<file path="src/logic/clock_ctrl_pkg.sv">
`default_nettype none

//------------------------------
// Clock control shared definitions
//------------------------------
package clock_ctrl_pkg;

	localparam int n_dps           = 9;    // 2 ALCT + 7 DCFEB phase shifters
	localparam int n_raw_clk       = 7;    // Unused clock inputs under pseudo-lock watch
	localparam int steps_per_cycle = 1400; // Fine PLL steps in one clock period

	typedef logic [7:0]  req_t;            // Phase request, 0-255
	typedef logic [10:0] step_t;           // Phase in fine steps, 0-1399

	localparam int req_levels = 1 << $bits(req_t); // Request codes per period

	// Phaser FSM, also exported as the state vector
	typedef enum logic [2:0] {
		idle,                              // Waiting for a fire
		wait_lock,                         // Holding until both PLLs lock
		step,                              // Compare, issue psen if not there yet
		wait_done,                         // psen out, waiting on psdone
		settle                             // Final cycle before idle
	} phaser_state_t;

	// Request to fine steps, rounded to nearest
	function automatic step_t to_steps(input req_t req);
		logic [19:0] scaled;                                   // 255*1400+128 fits in 20 bits
		scaled = 20'(req) * 20'(steps_per_cycle) + 20'(req_levels / 2);
		return step_t'(scaled / 20'(req_levels));
	endfunction

endpackage

`default_nettype wire

</file>
<file path="src/logic/phase_cmd_if.sv">
`timescale 1ns/1ps
`default_nettype none

//------------------------------
// Per-channel phase commands
//------------------------------
interface phase_cmd_if;
	import clock_ctrl_pkg::*;

	logic [n_dps-1:0] fire;     // One-cycle set-phase strobe
	logic [n_dps-1:0] reset;    // One-cycle phase-to-zero strobe
	step_t            target [n_dps]; // Held target in fine steps
	logic [n_dps-1:0] busy;     // Phaser working on a command

	// Command register side
	modport source (
		output fire,
		output reset,
		output target,
		input  busy
	);

	// Phaser side
	modport sink (
		input  fire,
		input  reset,
		input  target,
		output busy
	);

endinterface

`default_nettype wire

</file>
<file path="src/logic/phase_cmd_reg.sv">
`timescale 1ns/1ps
`default_nettype none

module phase_cmd_reg (
	input  logic                                clock,
	input  logic                                rst,
	input  logic [clock_ctrl_pkg::n_dps-1:0]    dps_fire,  // Set new phase
	input  logic [clock_ctrl_pkg::n_dps-1:0]    dps_reset, // Zero current phase
	input  logic [clock_ctrl_pkg::n_dps*$bits(clock_ctrl_pkg::req_t)-1:0] dps_phase,
	phase_cmd_if.source                         cmd
);
	import clock_ctrl_pkg::*;

	localparam int req_w = $bits(req_t); // Slice width in dps_phase

	logic [n_dps-1:0] accept;            // Fire taken this cycle

	//------------------------------
	// Fire acceptance
	//------------------------------
	// A fire already in flight counts as busy, busy only rises a cycle later
	assign accept = dps_fire & ~cmd.busy & ~cmd.fire;

	//------------------------------
	// Strobe registers
	//------------------------------
	always_ff @(posedge clock) begin
		if (rst) begin
			cmd.fire  <= '0;                 // No stale strobes out of reset
			cmd.reset <= '0;
		end else begin
			cmd.fire  <= accept;             // One cycle after the VME strobe
			cmd.reset <= dps_reset;          // Passed straight through a flop
		end
	end

	//------------------------------
	// Target translation
	//------------------------------
	always_ff @(posedge clock) begin
		for (int i = 0; i < n_dps; i++) begin
			if (accept[i]) begin
				cmd.target[i] <= to_steps(dps_phase[i*req_w +: req_w]); // 0-255 to 0-1399
			end
		end
	end

endmodule

`default_nettype wire

</file>
<file path="src/logic/phaser.sv">
`timescale 1ns/1ps
`default_nettype none

module phaser (
	input  logic                          clock,
	input  logic                          global_reset, // Held until main PLL locks
	input  logic                          lock_main,    // Main PLL lock
	input  logic                          lock_dcm,     // This channel's PLL lock
	input  logic                          fire,         // Start stepping toward target
	input  logic                          reset,        // Forget phase, back to 0
	input  clock_ctrl_pkg::step_t         target,       // Wanted phase, 0-1399
	input  logic                          psdone,       // PLL finished one step
	output logic                          psen,         // Step request to PLL
	output logic                          psincdec,     // 1 = step up, 0 = step down
	output logic                          busy,         // Command in progress
	output clock_ctrl_pkg::phaser_state_t sm_vec        // Machine state for readback
);
	import clock_ctrl_pkg::*;

	phaser_state_t state;      // FSM state
	step_t         phase;      // Current phase in fine steps
	logic          locked;     // Both PLLs usable
	logic          at_target;  // Nothing left to do
	logic          go_up;      // Target lies above current phase

	//------------------------------
	// Compare
	//------------------------------
	assign locked    = lock_main & lock_dcm;
	assign at_target = (phase == target);
	assign go_up     = (target > phase);

	//------------------------------
	// Phase shifter FSM
	//------------------------------
	always_ff @(posedge clock) begin
		if (global_reset || reset) begin
			state <= idle;                   // Abandon any step in progress
			phase <= '0;                     // PLL restarts at zero offset
		end else begin
			case (state)
				idle: begin
					if (fire) begin
						state <= step;       // Check target first
					end
				end

				wait_lock: begin
					if (locked) begin
						state <= step;
					end
				end

				step: begin
					if (at_target) begin
						state <= settle;     // Done, or nothing to do
					end else if (locked) begin
						state <= wait_done;  // psen goes out this cycle
					end else begin
						state <= wait_lock;  // Lost a lock, hold off
					end
				end

				wait_done: begin
					if (psdone) begin
						// Target is held still while busy, so the direction is unchanged
						if (go_up) begin
							phase <= phase + step_t'(1);
						end else begin
							phase <= phase - step_t'(1);
						end
						state <= step;       // Next psen a cycle after psdone
					end
				end

				settle: begin
					state <= idle;
				end

				default: begin
					state <= idle;           // Unused codes fall back
				end
			endcase
		end
	end

	//------------------------------
	// Outputs
	//------------------------------
	assign psen     = (state == step) & ~at_target & locked; // Single cycle, state moves on
	assign psincdec = (state == step) & go_up;               // Only meaningful with psen
	assign busy     = (state != idle);
	assign sm_vec   = state;

endmodule

`default_nettype wire

</file>
<file path="src/logic/reset_lock_ctrl.sv">
`timescale 1ns/1ps
`default_nettype none

module reset_lock_ctrl (
	input  logic                                 clock,
	input  logic                                 rst,
	input  logic                                 lock_main,           // Main PLL lock
	input  logic                                 global_reset_en,     // Re-fire on lock loss
	input  logic [clock_ctrl_pkg::n_raw_clk-1:0] raw_clk,             // Unused clock inputs
	output logic                                 global_reset,        // Design-wide reset
	output logic                                 clock_lock_lost_err, // Main lock gone
	output logic [clock_ctrl_pkg::n_raw_clk-1:0] raw_clk_lock         // Pseudo-lock per input
);
	import clock_ctrl_pkg::*;

	logic                 startup_done; // Main PLL has locked at least once
	logic                 first_lock;   // Lock now or earlier
	logic [n_raw_clk-1:0] raw_pos_q;    // Sampled on rising edge
	logic [n_raw_clk-1:0] raw_neg_q;    // Sampled on falling edge

	//------------------------------
	// Global reset
	//------------------------------
	assign first_lock = lock_main | startup_done;

	always_ff @(posedge clock) begin
		if (rst) begin
			startup_done <= 1'b0;
			global_reset <= 1'b1;                                   // Held through rst
		end else begin
			startup_done <= first_lock;                             // Sticks on first lock
			global_reset <= ~first_lock | (~lock_main & global_reset_en); // Re-fires on loss
		end
	end

	// Loss of lock with no reset to cover it
	assign clock_lock_lost_err = ~global_reset & ~lock_main;

	//------------------------------
	// Pseudo-lock detectors
	//------------------------------
	always_ff @(posedge clock) begin
		raw_pos_q <= raw_clk;           // Rising edge sample
	end

	always_ff @(negedge clock) begin
		raw_neg_q <= raw_clk;           // Falling edge sample
	end

	// A running clock differs between the two halves of the period
	assign raw_clk_lock = raw_pos_q ^ raw_neg_q;

endmodule

`default_nettype wire

</file>
<file path="src/logic/clock_ctrl.sv">
`timescale 1ns/1ps
`default_nettype none

module clock_ctrl (
	input  logic                                 clock,
	input  logic                                 rst,
	input  logic [clock_ctrl_pkg::n_dps-1:0]     dps_fire,    // Set new phase
	input  logic [clock_ctrl_pkg::n_dps-1:0]     dps_reset,   // Zero current phase
	input  logic [clock_ctrl_pkg::n_dps*$bits(clock_ctrl_pkg::req_t)-1:0] dps_phase,
	output logic [clock_ctrl_pkg::n_dps-1:0]     dps_busy,    // Phaser working
	output logic [clock_ctrl_pkg::n_dps*$bits(clock_ctrl_pkg::phaser_state_t)-1:0] dps_sm_vec,
	input  logic [clock_ctrl_pkg::n_dps-1:0]     dps_lock,    // Channel PLL locks
	output logic [clock_ctrl_pkg::n_dps-1:0]     psen,        // To channel PLLs
	output logic [clock_ctrl_pkg::n_dps-1:0]     psincdec,    // To channel PLLs
	input  logic [clock_ctrl_pkg::n_dps-1:0]     psdone,      // From channel PLLs
	input  logic                                 lock_main,   // Main PLL lock
	input  logic                                 global_reset_en,
	input  logic [clock_ctrl_pkg::n_raw_clk-1:0] raw_clk,
	output logic                                 global_reset,
	output logic                                 clock_lock_lost_err,
	output logic [clock_ctrl_pkg::n_raw_clk-1:0] raw_clk_lock
);
	import clock_ctrl_pkg::*;

	localparam int sm_w = $bits(phaser_state_t); // State code width per channel

	phase_cmd_if cmd_if ();                       // Commands to the phasers

	//------------------------------
	// Command register
	//------------------------------
	phase_cmd_reg i_phase_cmd_reg (
		.clock     (clock),
		.rst       (rst),
		.dps_fire  (dps_fire),
		.dps_reset (dps_reset),
		.dps_phase (dps_phase),
		.cmd       (cmd_if.source)
	);

	//------------------------------
	// Phaser array
	//------------------------------
	for (genvar g = 0; g < n_dps; g++) begin : g_dps
		phaser i_phaser (
			.clock        (clock),
			.global_reset (global_reset),         // Internal reset, not rst
			.lock_main    (lock_main),
			.lock_dcm     (dps_lock[g]),
			.fire         (cmd_if.fire[g]),
			.reset        (cmd_if.reset[g]),
			.target       (cmd_if.target[g]),
			.psdone       (psdone[g]),
			.psen         (psen[g]),
			.psincdec     (psincdec[g]),
			.busy         (cmd_if.busy[g]),
			.sm_vec       (dps_sm_vec[g*sm_w +: sm_w])
		);
	end

	assign dps_busy = cmd_if.busy;                // Busy also read back by command side

	//------------------------------
	// Reset and lock status
	//------------------------------
	reset_lock_ctrl i_reset_lock_ctrl (
		.clock               (clock),
		.rst                 (rst),
		.lock_main           (lock_main),
		.global_reset_en     (global_reset_en),
		.raw_clk             (raw_clk),
		.global_reset        (global_reset),
		.clock_lock_lost_err (clock_lock_lost_err),
		.raw_clk_lock        (raw_clk_lock)
	);

endmodule

`default_nettype wire

</file>
<file path="config.mk">
export PLATFORM = sky130hd
export DESIGN_NAME = clock_ctrl
export DESIGN_NICKNAME = d
export VERILOG_FILES = /design/src/logic/clock_ctrl_pkg.sv /design/src/logic/phase_cmd_if.sv /design/src/logic/phase_cmd_reg.sv /design/src/logic/phaser.sv /design/src/logic/reset_lock_ctrl.sv /design/src/logic/clock_ctrl.sv
export SDC_FILE = /design/constraint.sdc
export NUM_CORES = 2
export LEC_CHECK = 0
export ABC_AREA = 1
export BUFFER_PORTS_ARGS = -buffer_cell sky130_fd_sc_hd__buf_2
export CORE_MARGIN = 2
export CORE_UTILIZATION = 55
export CTS_CLUSTER_SIZE = 14
export DETAILED_ROUTE_END_ITERATION = 8
export PLACE_DENSITY = 0.73
export SYNTH_ARGS = -nofsm -noshare
export SYNTH_HDL_FRONTEND = slang
export SYNTH_SLANG_ARGS = --single-unit
</file>
<file path="constraint.sdc">
create_clock -name clock -period 11.78 [get_ports clock]
set_clock_uncertainty 0.05 [all_clocks]
set_input_delay 0.589 -clock clock [delete_from_list [all_inputs] [get_ports clock]]
set_output_delay 0.589 -clock clock [all_outputs]
set_load 0.01 [all_outputs]
</file>
* Yosys cells after proc, flatten, opt, wreduce, memory -nomap -nowiden
Index checks and enable logic that the tools add are counted.
W data, S select, Z words.
** Cells by class
- $add $sub $neg :: 27
- $lt $le $gt $ge :: 9
- Bitwise logic cells :: 57
- Eq/ne operators :: 63
- Multiplexer cells :: 63
- Reductions and logical operators :: 45
- Multipliers :: 9
** Operator list (count)
- $add A19 B8 Y19 const B :: 9
- $mul A8 B8 Y16 const B :: 9
- $mux W3 :: 36
- $pmux W3 S4 :: 9
- $add A11 B1 Y11 const B :: 9
- $eq A11 B11 Y1 :: 9
- $gt A11 B11 Y1 :: 9
- $mux W11 :: 9
- $sub A11 B1 Y11 const B :: 9
- $eq A3 B2 Y1 const B :: 18
- $and A1 B1 Y1 :: 38
- $ne A2 B2 Y1 const B :: 18
- $eq A3 B1 Y1 const B :: 9
- $logic_not A3 Y1 :: 9
- $reduce_and A3 Y1 :: 9
- $reduce_bool A3 Y1 :: 9
- $and A9 B9 Y9 :: 2
- $mux W2 :: 9
- $ne A2 B1 Y1 const B :: 9
- $not A9 Y9 :: 2
- $reduce_and A2 Y1 :: 9
- $not A1 Y1 :: 12
- $logic_or A1 B1 Y1 :: 9
- $xor A7 B7 Y7 :: 1
- $or A1 B1 Y1 :: 2
** Word-level totals
- Input bits :: 119
- Register bits after elaboration :: 259
- Logic and storage cells :: 306
- Output and inout bits :: 63

* Depth between registers and ports, before layout
- Depth in word-level cells :: 4
- Depth in mapped cells :: 23
- Gate-level depth less buffers :: 23

* Cells and area by module
A second synthesis with hierarchy kept.
** Unflattened totals
- Cell total of the unflattened synthesis :: 4678
- Area total of the unflattened synthesis :: 33952.6 um^2
** By module, submodules not included
- phase_cmd_reg :: area each 20852.5 um^2, times used 1, cells each 2720, seq. area each 3333.2 um^2
- phaser at g_dps[0].i_phaser ... :: area each 1411.4 um^2, times used 8, cells each 214, seq. area each 280.3 um^2
- phaser at g_dps[8].i_phaser :: area each 1387.6 um^2, times used 1, cells each 214, seq. area each 280.3 um^2
- reset_lock_ctrl :: area each 421.7 um^2, times used 1, cells each 32, seq. area each 320.3 um^2

==> flow_summary.yaml <==
power_and_ir_drop:
  pwr-share-clk_pct: 15.4
  total_leakage_power_uw: 0.01997
  p_switching_uw: 3156
  ir_worst_vdd_mv: 0.1327
  combinationalPowerShare_pct: 64.8
  seq_power_share_pct: 19.8
  power_density_nw_per_um2: 185.8
  switching_share_pct: 47.80
  internal_power_uw: 3446
final_layout:
  syn_to_final_growth_pct: 8.149
  final_common_cell: "inv_1"
  drive_gt1_share_pct: 6.016
  fin_nets: 5580
  final_cell_area_um2: 35530
  fin_util_pct: 60.21
  fillers: 5508
  final_cell_mix: "1103 x inv_1, 962 x nand2_1, 567 x ha_1"
worst_setup_path:
  crit_path_end_kind: "output pin"
  crit_arrival_ps: 7100
  rr_worst_depth: 16
  crit_end: "raw_clk_lock[3]"
  critical_path_class: "register to output pin"
  rr_startpoint: "g_dps[5].i_phaser.phase[10]"
  cp.required_ps: 11140
  critPathMaxFanout: 1
  startpoint: "i_reset_lock_ctrl.raw_neg_q[3]"
  r2r_setup_slack_ps: 8410
  crit_path_start_kind: "register"
  crit-reg2reg-capture: "g_dps[5].i_phaser.phase[8]"
timing:
  max-slew-margin-rel_pct: 28.04
  fin_ws_ps: 4036
  rsz0062_at_grt: "false"
  holdWs_ps: 100.5
  finalHoldViolations: 0
  setup_viol: 0
  drv_slew: 0
  worst_slew_pin_slew_ps: 1075
  fin_tns_setup_ps: 0
clock_network:
  holdBufCountCts: 0
  ctsResizeCount: 0
  root_buffer: "clkbuf_16"
  numCtsBuffers: 35
  cts_sinks: 259
  cts_setup_buffers: 0
  clk_latency_ps: 550
  cts_tree: "yes"
  clk_pin_slew_ps: 60
  htree_levels: 2
  clk_path_buf_depth: 3
synthesis:
  yosysTopAreaCell: "ha_1"
  syn_inst: 4518
  ys_ff_latch: 259
  synth_edf_count: 99
  synthArstFlopShare_pct: 0
  synthTopCellsByArea: "ha_1 22%, inv_1 13%, fa_1 12%"
  ys.warnings.count: 0
  synth.net_count: 5402
  ys_seq_area_share_pct: 18.80
  synth.distinct_cells: 38
  synth_top_cell_area_share_pct: 21.59
  synth_flop_cell: "dfxtp_1"
  netlist_area_um2: 32860
  syn_avg_cell_area_um2: 7.272
global_route:
  first_global_vias: 26279
  grtUsageTotal_pct: 21.45
  antenna_found_initial: 1
  overflow: 0
  grt_max_degree: 20
  grt_pass1_wl_um: 114700
detailed_routing:
  routedWlPerCell_um: 11.93
  vias: 27264
  ant_nets: 0
  drt_iter0_markers: 1022
  drt-pass1-iter-count: 5
  drc: 0
  wirelength_um: 65590
  via_per_inst: 4.961
placed_design:
  gp_congestion: 0.8962
  place_ws_ps: 4655
  placed_cell_area_um2: 34440
  place.port_buffers: 181
  dpl.hpwl_um: 54680
worst_hold_path:
  hp-start: "raw_clk[1]"
  hold_class: "input pin to register"
  hold_depth: 1
job:
  drv_cap: 0
floorplan:
  initial_core_util_pct: 55.67
  dieArea_um2: 61710
  top_level_ports: 182
  row_count: 89
  die_w_um: 248.4
  coreArea_um2: 59020
  die_h_um: 248.4
status:
  status: "finished, final reports clean"
-- power groups by stage --
stage | clock network (uW) | logic, uW | registers [uW]
5_1_grt | 1080 | 5030 | 1320
3_3_place_gp | 4.20 | 4170 | 1320
4_1_cts | 1050 | 4320 | 1310
6_report | 1020 | 4280 | 1300
2_1_floorplan | 4.20 | 3490 | 1310
3_5_place_dp | 4.20 | 4290 | 1320
-- registers in the layout, summed over array words and instances (netlist names) --
register and flops:
i_phase_cmd_reg.cmd.reset 9, g_dps.i_phaser.phase 99, i_phase_cmd_reg.cmd.target 99, i_reset_lock_ctrl.raw_neg_q 7, i_reset_lock_ctrl.raw_pos_q 7, i_reset_lock_ctrl.startup_done 1, i_reset_lock_ctrl.global_reset 1, g_dps.i_phaser.sm_vec 27
i_phase_cmd_reg.cmd.fire 9
-- metal layers --
layer  vias up  part of all wire [%]  track usage [%]
li1      14572                     -                -
met1     12325                    48            27.95
met2       307                    47            37.95
met3        60                   3.5            2.512
met4         0                   1.6            4.910
met5         -                     0                0
-- critical path, cell delays in order (launching register included) --
cell and delay [ps]:
dfxtp_1 330, xor2_1 140, buf_2 150
-- worst min-delay path by stage --
stage	to	slack (ps)
2_1_floorplan	i_reset_lock_ctrl.startup_done	390
3_3_place_gp	i_reset_lock_ctrl.startup_done	400
3_5_place_dp	i_reset_lock_ctrl.startup_done	410
4_1_cts	i_reset_lock_ctrl.raw_pos_q[1]	60
5_1_grt	i_reset_lock_ctrl.raw_pos_q[1]	80
6_report	i_reset_lock_ctrl.raw_pos_q[1]	100
-- logic make-up (layout without fill, tap and decap cells) --
family                     count (synthesis)  count (layout)  synth area share [%]
AOI/OAI and AO/OA                        444             444                 7.300
xor gates and xnor gates                 141             141                 3.804
adders and majority gates                765             765                 33.66
buffers and inverters                   1147            1350                 13.47
DFF                                      259             259                 18.80
other                                      0               2                     0
and+or+nand+nor                         1762            1762                 22.97
-- cells in the mapped netlist (2+ instances only) --
cell type     n
clkinv_1      2
nand2_2      10
nand3_1     259
nor2_1      318
nor2_4        9
a21boi_0     13
o21ai_0     119
fa_1        198
nor2_2       26
ha_1        567
nand4_1      95
dfxtp_1     160
o21a_1       12
buf_2        15
xnor2_1      51
a21oi_1     258
clkbuf_1      5
nand3b_1     21
o21bai_1     21
edfxtp_1     99
nand2_1     962
inv_1      1097
xor2_1       88
nor3_1       40
o221ai_1      6
and2_1       12
nand3_2       7
buf_4        27
o211ai_1      2
a211oi_1      8
a21o_1        4
-- area by class of cell --
class                      count  area [um2]  area share [%]
antenna                        2       5.005         0.01408
sequential                   259        6176           17.38
multi-input combinational   3112       22260           62.63
clock buffer                  48       955.9           2.690
tap                          773       967.2           2.722
inverter                    1098        4121           11.60
clock inverter                21       132.6          0.3732
timing repair buffer         183       920.9           2.592
-- per-stage QoR --
stage | total power (uW) | cells
floorplan | 4798 | 4518
CTS | 6675 | 5494
global placement | 5494 | 5426
detailed placement | 5615 | 5426
global route | 7428 | 5494
finish | 6603 | 5496
Note: power is estimated with default switching activity, not from simulation.
